`config.mk`:
```
export PLATFORM = sky130hd
export DESIGN_NAME = vlsu_top
export DESIGN_NICKNAME = d
export VERILOG_FILES = /design/src/common/vlsu_pkg.sv /design/src/logic/vlsu_sequencer.sv /design/src/logic/vlsu_addr_gen.sv /design/src/datapath/vlsu_store_lane.sv /design/src/datapath/vlsu_load_lane.sv /design/src/logic/vlsu_top.sv
export SDC_FILE = /design/constraint.sdc
export NUM_CORES = 1
export LEC_CHECK = 0
export BUFFER_PORTS_ARGS = -buffer_cell sky130_fd_sc_hd__buf_2
export CORE_MARGIN = 10
export CORE_UTILIZATION = 50
export CTS_CLUSTER_SIZE = 25
export DETAILED_ROUTE_END_ITERATION = 8
export MAX_ROUTING_LAYER = met4
export PLACE_DENSITY_LB_ADDON = 0.1
export SYNTH_ARGS = -nofsm -noshare
export SYNTH_HDL_FRONTEND = slang
export SYNTH_SLANG_ARGS = --single-unit
export TNS_END_PERCENT = 1
```
`constraint.sdc`:
```
create_clock -name clk -period 15.55 [get_ports clk]
set_input_delay 3.11 -clock clk [delete_from_list [all_inputs] [get_ports clk]]
set_output_delay 3.11 -clock clk [all_outputs]
set_load 0.005 [all_outputs]
```
`src/common/vlsu_pkg.sv`:
```
package vlsu_pkg;

    ////////////////////////////////////////////////////////////
    // Sizes
    ////////////////////////////////////////////////////////////

    localparam int VLEN       = 64;
    localparam int VLENB      = VLEN / 8;
    localparam int XLEN       = 32;
    localparam int NBYTES     = XLEN / 8;
    localparam int ELEM_IDX_W = $clog2(VLENB);

    ////////////////////////////////////////////////////////////
    // Encodings
    ////////////////////////////////////////////////////////////

    // Element width, value is log2 of the byte count
    typedef enum logic [1:0] {
        EW8  = 2'b00,
        EW16 = 2'b01,
        EW32 = 2'b10
    } vew_e;

    typedef enum logic {
        VOP_LOAD  = 1'b0,
        VOP_STORE = 1'b1
    } vop_e;

    typedef enum logic {
        AM_STRIDED = 1'b0,
        AM_INDEXED = 1'b1
    } addr_mode_e;

    typedef enum logic [1:0] {
        S_IDLE  = 2'b00,
        S_EXEC  = 2'b01,
        S_DRAIN = 2'b10
    } vlsu_state_e;

    ////////////////////////////////////////////////////////////
    // Command and memory request
    ////////////////////////////////////////////////////////////

    typedef struct packed {
        vop_e            op;
        addr_mode_e      mode;
        vew_e            width;
        logic [XLEN-1:0] base;
        // Two's complement byte stride
        logic [XLEN-1:0] stride;
    } vlsu_cmd_t;

    typedef struct packed {
        logic [XLEN-1:0]   addr;
        logic              re;
        logic [NBYTES-1:0] we;
        logic [XLEN-1:0]   wdata;
    } mem_req_t;

    ////////////////////////////////////////////////////////////
    // Helpers
    ////////////////////////////////////////////////////////////

    // 8, 4 or 2 elements per register
    function automatic logic [ELEM_IDX_W:0] elems_per_reg(input vew_e w);
        return (ELEM_IDX_W + 1)'(VLENB >> w);
    endfunction

    // 1, 2 or 4 bytes per element
    function automatic logic [2:0] elem_bytes(input vew_e w);
        return 3'(1 << w);
    endfunction

    // Element k of a register, zero-extended
    function automatic logic [XLEN-1:0] elem_select(
        input logic [VLEN-1:0]       vec,
        input logic [ELEM_IDX_W-1:0] k,
        input vew_e                  w
    );
        logic [XLEN-1:0] elem;
        elem = '0;
        unique case (w)
            EW8:     elem[7:0]  = vec[8*k +: 8];
            EW16:    elem[15:0] = vec[16*k[1:0] +: 16];
            default: elem       = vec[32*k[0] +: 32];
        endcase
        return elem;
    endfunction

endpackage

```
`src/logic/vlsu_sequencer.sv`:
```
module vlsu_sequencer (
    input  logic                            clk,
    input  logic                            reset_n,
    input  logic                            start_i,
    input  vlsu_pkg::vlsu_cmd_t             cmd_i,
    output vlsu_pkg::vlsu_cmd_t             cmd_o,
    output logic                            issue_o,
    output logic [vlsu_pkg::ELEM_IDX_W-1:0] elem_idx_o,
    output logic                            busy_o,
    output logic                            done_o
);
    import vlsu_pkg::*;

    vlsu_state_e           state_q;
    vlsu_cmd_t             cmd_q;
    logic [ELEM_IDX_W-1:0] cnt_q;
    logic [ELEM_IDX_W-1:0] last_idx;
    logic                  done_q;
    logic                  accept;
    logic                  last_elem;

    // Busy also covers the done cycle
    assign busy_o    = (state_q != S_IDLE) || done_q;
    assign accept    = start_i && !busy_o;
    assign last_idx  = ELEM_IDX_W'(elems_per_reg(cmd_q.width) - 1'b1);
    assign last_elem = (cnt_q == last_idx);

    // Lanes see the new command already on the start cycle
    assign cmd_o      = accept ? cmd_i : cmd_q;
    assign issue_o    = (state_q == S_EXEC);
    assign elem_idx_o = cnt_q;
    assign done_o     = done_q;

    ////////////////////////////////////////////////////////////
    // Operation FSM and element counter
    ////////////////////////////////////////////////////////////

    always_ff @(posedge clk or negedge reset_n) begin
        if (!reset_n) begin
            state_q <= S_IDLE;
            cmd_q   <= '0;
            cnt_q   <= '0;
            done_q  <= 1'b0;
        end else begin
            // One drain cycle for the last load word before done
            done_q <= (state_q == S_DRAIN);
            unique case (state_q)
                S_IDLE: begin
                    if (accept) begin
                        state_q <= S_EXEC;
                        cmd_q   <= cmd_i;
                        cnt_q   <= '0;
                    end
                end
                S_EXEC: begin
                    cnt_q <= cnt_q + 1'b1;
                    if (last_elem) begin
                        state_q <= S_DRAIN;
                    end
                end
                default: begin
                    state_q <= S_IDLE;
                end
            endcase
        end
    end

    ////////////////////////////////////////////////////////////
    // Checks
    ////////////////////////////////////////////////////////////

    // Starts during an operation are dropped
    start_while_busy_a: assert property (
        @(posedge clk) disable iff (!reset_n) start_i |-> !busy_o
    ) else $warning("vlsu_sequencer: start ignored while busy");

    // Only the three defined element widths are taken
    legal_width_a: assert property (
        @(posedge clk) disable iff (!reset_n)
        accept |-> cmd_i.width inside {EW8, EW16, EW32}
    );

endmodule

```
`src/logic/vlsu_addr_gen.sv`:
```
module vlsu_addr_gen (
    input  logic                            clk,
    input  logic                            reset_n,
    input  logic                            start_i,
    input  vlsu_pkg::vlsu_cmd_t             cmd_i,
    input  logic [vlsu_pkg::VLEN-1:0]       index_i,
    input  logic                            issue_i,
    input  logic [vlsu_pkg::ELEM_IDX_W-1:0] elem_idx_i,
    output logic [vlsu_pkg::XLEN-1:0]       addr_o
);
    import vlsu_pkg::*;

    logic [VLEN-1:0] index_q;
    logic [XLEN-1:0] stride_off_q;
    logic [XLEN-1:0] index_off;
    logic [XLEN-1:0] offset;

    // Index vector held for the whole operation
    always_ff @(posedge clk) begin
        if (start_i) begin
            index_q <= index_i;
        end
    end

    // Running k times stride
    always_ff @(posedge clk or negedge reset_n) begin
        if (!reset_n) begin
            stride_off_q <= '0;
        end else if (start_i) begin
            stride_off_q <= '0;
        end else if (issue_i) begin
            stride_off_q <= stride_off_q + cmd_i.stride;
        end
    end

    assign index_off = elem_select(index_q, elem_idx_i, cmd_i.width);
    assign offset    = (cmd_i.mode == AM_INDEXED) ? index_off : stride_off_q;
    assign addr_o    = cmd_i.base + offset;

    // Command holds steady while elements issue
    cmd_stable_a: assert property (
        @(posedge clk) disable iff (!reset_n)
        issue_i ##1 issue_i |-> $stable(cmd_i)
    );

endmodule

```
`src/datapath/vlsu_store_lane.sv`:
```
module vlsu_store_lane (
    input  logic                            clk,
    input  logic                            reset_n,
    input  logic                            start_i,
    input  vlsu_pkg::vlsu_cmd_t             cmd_i,
    input  logic [vlsu_pkg::VLEN-1:0]       store_data_i,
    input  logic                            issue_i,
    input  logic [vlsu_pkg::ELEM_IDX_W-1:0] elem_idx_i,
    input  logic [vlsu_pkg::XLEN-1:0]       addr_i,
    output vlsu_pkg::mem_req_t              mem_req_o
);
    import vlsu_pkg::*;

    logic [VLEN-1:0]   data_q;
    logic [XLEN-1:0]   elem;
    logic [XLEN-1:0]   wdata;
    logic [NBYTES-1:0] base_mask;
    logic [NBYTES-1:0] byte_mask;

    always_ff @(posedge clk) begin
        if (start_i) begin
            data_q <= store_data_i;
        end
    end

    ////////////////////////////////////////////////////////////
    // Lane replication
    ////////////////////////////////////////////////////////////

    assign elem = elem_select(data_q, elem_idx_i, cmd_i.width);

    // Same element on every lane, the mask picks the live one
    always_comb begin
        unique case (cmd_i.width)
            EW8:     wdata = {4{elem[7:0]}};
            EW16:    wdata = {2{elem[15:0]}};
            default: wdata = elem;
        endcase
    end

    // Element-sized run of ones moved to the byte offset
    assign base_mask = NBYTES'((1 << elem_bytes(cmd_i.width)) - 1);
    assign byte_mask = base_mask << addr_i[1:0];

    ////////////////////////////////////////////////////////////
    // Memory request
    ////////////////////////////////////////////////////////////

    assign mem_req_o.addr  = addr_i;
    assign mem_req_o.re    = issue_i && (cmd_i.op == VOP_LOAD);
    assign mem_req_o.we    = (issue_i && cmd_i.op == VOP_STORE) ? byte_mask : '0;
    assign mem_req_o.wdata = wdata;

    // Half-words and words must not cross a word
    natural_align_a: assert property (
        @(posedge clk) disable iff (!reset_n)
        issue_i |-> (cmd_i.width == EW8)
                 || (cmd_i.width == EW16 && addr_i[0] == 1'b0)
                 || (cmd_i.width == EW32 && addr_i[1:0] == 2'b00)
    );

endmodule

```
`src/datapath/vlsu_load_lane.sv`:
```
module vlsu_load_lane (
    input  logic                            clk,
    input  logic                            reset_n,
    input  logic                            start_i,
    input  vlsu_pkg::vlsu_cmd_t             cmd_i,
    input  logic                            issue_i,
    input  logic [vlsu_pkg::ELEM_IDX_W-1:0] elem_idx_i,
    input  logic [vlsu_pkg::XLEN-1:0]       addr_i,
    input  logic [vlsu_pkg::XLEN-1:0]       mem_rdata_i,
    output logic [vlsu_pkg::VLEN-1:0]       read_data_o
);
    import vlsu_pkg::*;

    logic                  rd_valid_q;
    logic [1:0]            rd_off_q;
    logic [ELEM_IDX_W-1:0] rd_idx_q;
    vew_e                  rd_width_q;
    logic [XLEN-1:0]       lane;
    logic [VLEN-1:0]       result_q;

    ////////////////////////////////////////////////////////////
    // Stage 2 register
    ////////////////////////////////////////////////////////////

    always_ff @(posedge clk or negedge reset_n) begin
        if (!reset_n) begin
            rd_valid_q <= 1'b0;
        end else begin
            rd_valid_q <= issue_i && (cmd_i.op == VOP_LOAD);
        end
    end

    // Where the returning word goes
    always_ff @(posedge clk) begin
        if (issue_i) begin
            rd_off_q   <= addr_i[1:0];
            rd_idx_q   <= elem_idx_i;
            rd_width_q <= cmd_i.width;
        end
    end

    ////////////////////////////////////////////////////////////
    // Lane extraction
    ////////////////////////////////////////////////////////////

    always_comb begin
        lane = '0;
        unique case (rd_width_q)
            EW8:     lane[7:0]  = mem_rdata_i[8*rd_off_q +: 8];
            EW16:    lane[15:0] = rd_off_q[1] ? mem_rdata_i[31:16] : mem_rdata_i[15:0];
            default: lane       = mem_rdata_i;
        endcase
    end

    ////////////////////////////////////////////////////////////
    // Result register
    ////////////////////////////////////////////////////////////

    // Stores leave the previous result in place
    always_ff @(posedge clk or negedge reset_n) begin
        if (!reset_n) begin
            result_q <= '0;
        end else if (start_i && cmd_i.op == VOP_LOAD) begin
            result_q <= '0;
        end else if (rd_valid_q) begin
            unique case (rd_width_q)
                EW8:     result_q[8*rd_idx_q +: 8]        <= lane[7:0];
                EW16:    result_q[16*rd_idx_q[1:0] +: 16] <= lane[15:0];
                default: result_q[32*rd_idx_q[0] +: 32]   <= lane;
            endcase
        end
    end

    assign read_data_o = result_q;

endmodule

```
`src/logic/vlsu_top.sv`:
```
module vlsu_top (
    input  logic                      clk,
    input  logic                      reset_n,

    input  logic                      start_i,
    input  vlsu_pkg::vlsu_cmd_t       cmd_i,
    input  logic [vlsu_pkg::VLEN-1:0] index_i,
    input  logic [vlsu_pkg::VLEN-1:0] store_data_i,

    output logic                      busy_o,
    output logic                      done_o,
    output logic [vlsu_pkg::VLEN-1:0] read_data_o,

    output vlsu_pkg::mem_req_t        mem_req_o,
    input  logic [vlsu_pkg::XLEN-1:0] mem_rdata_i
);
    import vlsu_pkg::*;

    vlsu_cmd_t             cmd;
    logic                  start_acc;
    logic                  issue;
    logic [ELEM_IDX_W-1:0] elem_idx;
    logic [XLEN-1:0]       addr;

    // Lanes only latch on starts that the sequencer takes
    assign start_acc = start_i && !busy_o;

    vlsu_sequencer vlsu_sequencer_i (
        .clk        (clk),
        .reset_n    (reset_n),
        .start_i    (start_i),
        .cmd_i      (cmd_i),
        .cmd_o      (cmd),
        .issue_o    (issue),
        .elem_idx_o (elem_idx),
        .busy_o     (busy_o),
        .done_o     (done_o)
    );

    vlsu_addr_gen vlsu_addr_gen_i (
        .clk        (clk),
        .reset_n    (reset_n),
        .start_i    (start_acc),
        .cmd_i      (cmd),
        .index_i    (index_i),
        .issue_i    (issue),
        .elem_idx_i (elem_idx),
        .addr_o     (addr)
    );

    vlsu_store_lane vlsu_store_lane_i (
        .clk          (clk),
        .reset_n      (reset_n),
        .start_i      (start_acc),
        .cmd_i        (cmd),
        .store_data_i (store_data_i),
        .issue_i      (issue),
        .elem_idx_i   (elem_idx),
        .addr_i       (addr),
        .mem_req_o    (mem_req_o)
    );

    vlsu_load_lane vlsu_load_lane_i (
        .clk         (clk),
        .reset_n     (reset_n),
        .start_i     (start_acc),
        .cmd_i       (cmd),
        .issue_i     (issue),
        .elem_idx_i  (elem_idx),
        .addr_i      (addr),
        .mem_rdata_i (mem_rdata_i),
        .read_data_o (read_data_o)
    );

endmodule

```
==> key figures <==
Floorplan
  – Starting density of the core: 0.509
  – Cell row count: 73
  – CORE AREA: ~40000 sq um
  – Die Wd: between 200 and 250 um
  – Die area: slightly below 50000 sq um
  – Num ports: ~370
  – Die height: between 200 and 250 um

Route
  – Routed WL: 71.8 mm
  – Router iterations before antenna repair: 6
  – First DRT Iteration DRCs: 2342
  – DR vias/cell: around 6.3
  – ANT nets after route: 0
  – Via count: 18900
  – Drt drc: 0
  – Wirelength per Cell: between 20 and 25 um

Final layout
  – Nets: roughly 2700
  – Area grow syn2layout: 16.5%
  – Most common cell after layout, fill and taps aside: nand2_1
  – Fin util: 0.593
  – Most frequent cells in the layout: 424 x nand2_1, 364 x buf_2, 207 x o21ai_0, 174 x a21oi_1, 169 x dfrtp_1
  – Fraction of final layout cells sized beyond drive strength 1: 0.232
  – Filler cells: about 3500

STA
  – Fin. Hold Viols: 0
  – Slew @ Worst Pin: 1.41 ns
  – Final worst slack: between 2 and 3 ns
  – Final Cycle Share: 0.816
  – Slew HR: 0.0525
  – Fmax: between 0.07 and 0.08 GHz
  – RSZ-0062 raised after global routing: no
  – Final TNS setup: 0 ns
  – WHS: ~0.45 ns
  – Pins over their slew limit: 0
  – Skew final: slightly below 0.02 ns
  – Endpoints failing setup: 0
  – Tmin final: between 10 and 15 ns

Min path
  – Hold path cells: 1
  – Hold endpoint: vlsu_sequencer_i.done_o
  – Class of the worst hold path: flip-flop to flip-flop
  – HP Start: vlsu_sequencer_i.state_q[0]

Synthesis
  – Ys flop type: dfrtp_1
  – Number of synthesized register bits: between 300 and 400
  – Mean Syn Cell Area: approximately 9.4 sq um
  – Post-synth cell types: 75
  – Synth top area share: 0.211
  – Synth top area cells: dfrtp_1 21%, edfxtp_1 20%, nand2_1 7.9%
  – Post-synthesis cell area: 20300 sq um
  – Cell taking the most area after synthesis: dfrtp_1
  – Syn_nets: between 2000 and 2500
  – Post-Syn Instances: ~2200
  – Sequential area share after synthesis: 0.410
  – Post-synth EDFFs: 135
  – Synth async-reset ratio: 0.559
  – Synthesis Warnings: 0

Power and ir drop
  – Reg power frac: 0.221
  – Leak pwr: between 10 and 15 nW
  – Maximum ir drop on the vdd rail: between 0.1 and 0.15 mV
  – Int Pwr: approximately 3.4 mW
  – Clock share of power: 0.130
  – Sw frac: 0.489
  – Combinational share of power: 0.649
  – PwrDens: 280 nW/um^2
  – Final total power: about 6.6 mW
  – Sw Pwr: 3.24 mW

Critical path
  – Critical path's slowest cell: ha_1
  – Crit path largest cell delay: just over 0.8 ns
  – R2R depth: 13
  – Worst path arrival time: 9.59 ns
  – CP endpoint kind: primary output
  – CP max FO: between 50 and 60
  – Critical path cell sequence: buf_2 -> nand2_4 -> mux2_2 -> inv_2 -> buf_4 -> ha_1 -> nand2_1 -> o221a_2 -> a21oi_1 -> ha_1 -> inv_1 -> fa_1 -> nor2b_1 -> nor3_1 -> o21a_1 -> o22ai_1 -> a21o_1 -> o221ai_1 -> o21ai_1 -> nor2_1 -> a211o_1 -> buf_2
  – Worst Path Buf+Inv: 5
  – Top delay family on crit path: compound AO/OA/AOI/OAI gates
  – Reg-to-reg endpoint: vlsu_load_lane_i.rd_off_q[1]
  – R2R setup slack: 9.98 ns
  – Critical Path RT: about 12 ns
  – R2r startpoint: vlsu_sequencer_i.state_q[0]
  – Crit Path Class: primary input to primary output
  – Startpoint Class: primary input

Placement
  – I/O Buffers: roughly 370
  – Pre-CTS worst setup slack: between 2 and 3 ns
  – Detailed placement HPWL: between 50 and 60 mm
  – Routability congestion estimate: between 0.9 and 1

Global route
  – Largest net degree at the start of global routing: 83
  – Initial antenna violation count: 6
  – Wire length of the first global-routing pass: roughly 110 mm
  – Tot GR Track Use: 0.287
  – Number of global-route vias before repair: around 18000
  – Remaining Overflow, GRT: 0

Clock tree
  – Clock root buffer: clkbuf_16
  – CTS tree: done
  – Setup bufs post-CTS: 0
  – Worst skew pair latency: 0.56 ns
  – Post-cts sizing count: 0
  – Reg clk slew, reported paths: 0.06 ns
  – CTS Hold Buffers Added: 0
  – Total CTS buffers: 36
  – H-Tree Depth: 2
  – Clock sinks: roughly 310
  – Longest Clk Path Bufs: 3

Outcome
  – Status: finished, final reports clean

Job
  – Max Cap Viol: 0
==> synth_stat cells (9+ instances only) <==
cell type  instances
a211o_1           12
a211oi_1          36
a21o_1            39
a21oi_1          174
a221oi_1          61
a22o_1            21
a31oi_1           20
and3_1            10
buf_1             19
buf_2             29
clkbuf_1          93
dfrtp_1          171
edfxtp_1         135
ha_1              75
inv_1             33
mux2_2            25
mux2i_1           56
mux4_2            65
nand2_1          425
nand2b_1          19
nand3_1           42
nor2_1            85
nor2b_1           23
nor3_1            29
nor4_1            12
o21ai_0          207
o221a_2            9
o221ai_1          13
o22ai_1           11
o31ai_1           17
or3_1             20
xnor2_1           29
xor2_1            23
==> flip-flops by register name, summed over array words and instances (netlist names) <==
signal,cells
vlsu_addr_gen_i.index_q,64
vlsu_addr_gen_i.stride_off_q,32
vlsu_load_lane_i.rd_idx_q,3
vlsu_load_lane_i.rd_off_q,2
vlsu_load_lane_i.rd_valid_q,1
vlsu_load_lane_i.rd_width_q,2
vlsu_load_lane_i.read_data_o,64
vlsu_sequencer_i.cmd_q,68
vlsu_sequencer_i.done_o,1
vlsu_sequencer_i.elem_idx_o,3
vlsu_sequencer_i.state_q,2
vlsu_store_lane_i.data_q,64
==> per-stage QoR <==
stage / cell area [sq um] / std cells
2_1_floorplan: 20300 / 2152
3_3_place_gp: 22500 / 2926
3_5_place_dp: 22500 / 2926
4_1_cts: 23600 / 2987
5_1_grt: 23600 / 2993
6_report: 23700 / 2994
==> cells by family after synthesis <==
family          count (synthesis)  synth area share
flops                         306             0.410
compound gates                688             0.218
simple gates                  699             0.150
mux                           146             0.114
buf+inv                       184            0.0367
xor+xnor                       52            0.0224
fa+ha+maj                      77            0.0482
==> final cells by class <==
| cell class | count | area, sq um | share of cell area |
|---|---|---|---|
| timing repair buffer | 395 | 2060 | 0.0870 |
| sequential | 306 | 8340 | 0.353 |
| inverter | 38 | 148 | 0.00624 |
| multi-input combinational | 1662 | 11300 | 0.476 |
| clock buffer | 46 | 1000 | 0.0423 |
| clock inverter | 15 | 170 | 0.00719 |
| antenna | 7 | 17.5 | 0.000741 |
| tap | 525 | 657 | 0.0278 |
==> power by group through the flow <==
stage	logic, mW	clock network (mW)	registers (mW)
2_1_floorplan	2.96	0	1.35
3_3_place_gp	4.18	0	1.45
3_5_place_dp	4.24	0	1.47
4_1_cts	4.26	0.873	1.45
5_1_grt	4.72	0.906	1.50
6_report	4.30	0.858	1.46
==> metal layers <==
| layer | track usage | up-vias | routed length [um] |
|---|---|---|---|
| met3 | 0.0584 | 159 | 6410 |
| met4 | 0.104 | 0 | 2590 |
| met2 | 0.416 | 1006 | 31600 |
| met5 | - | - | 0 |
| li1 | - | 8643 | - |
| met1 | 0.391 | 9100 | 31200 |
==> how the worst max path moves through the flow <==
stage / cells after the start / endpoint / slack [ns] / start
final: 22 / mem_req_o[67] / 2.85 / start_i
after floorplan: 15 / mem_req_o[65] / 2.83 / start_i
after CTS: 22 / mem_req_o[67] / 2.95 / start_i
after global placement: 22 / mem_req_o[67] / 3.15 / start_i
after global routing: 22 / mem_req_o[67] / 2.39 / start_i
after detailed placement: 22 / mem_req_o[67] / 2.98 / start_i
No activity file was read; power rests on OpenSTA's default activity.
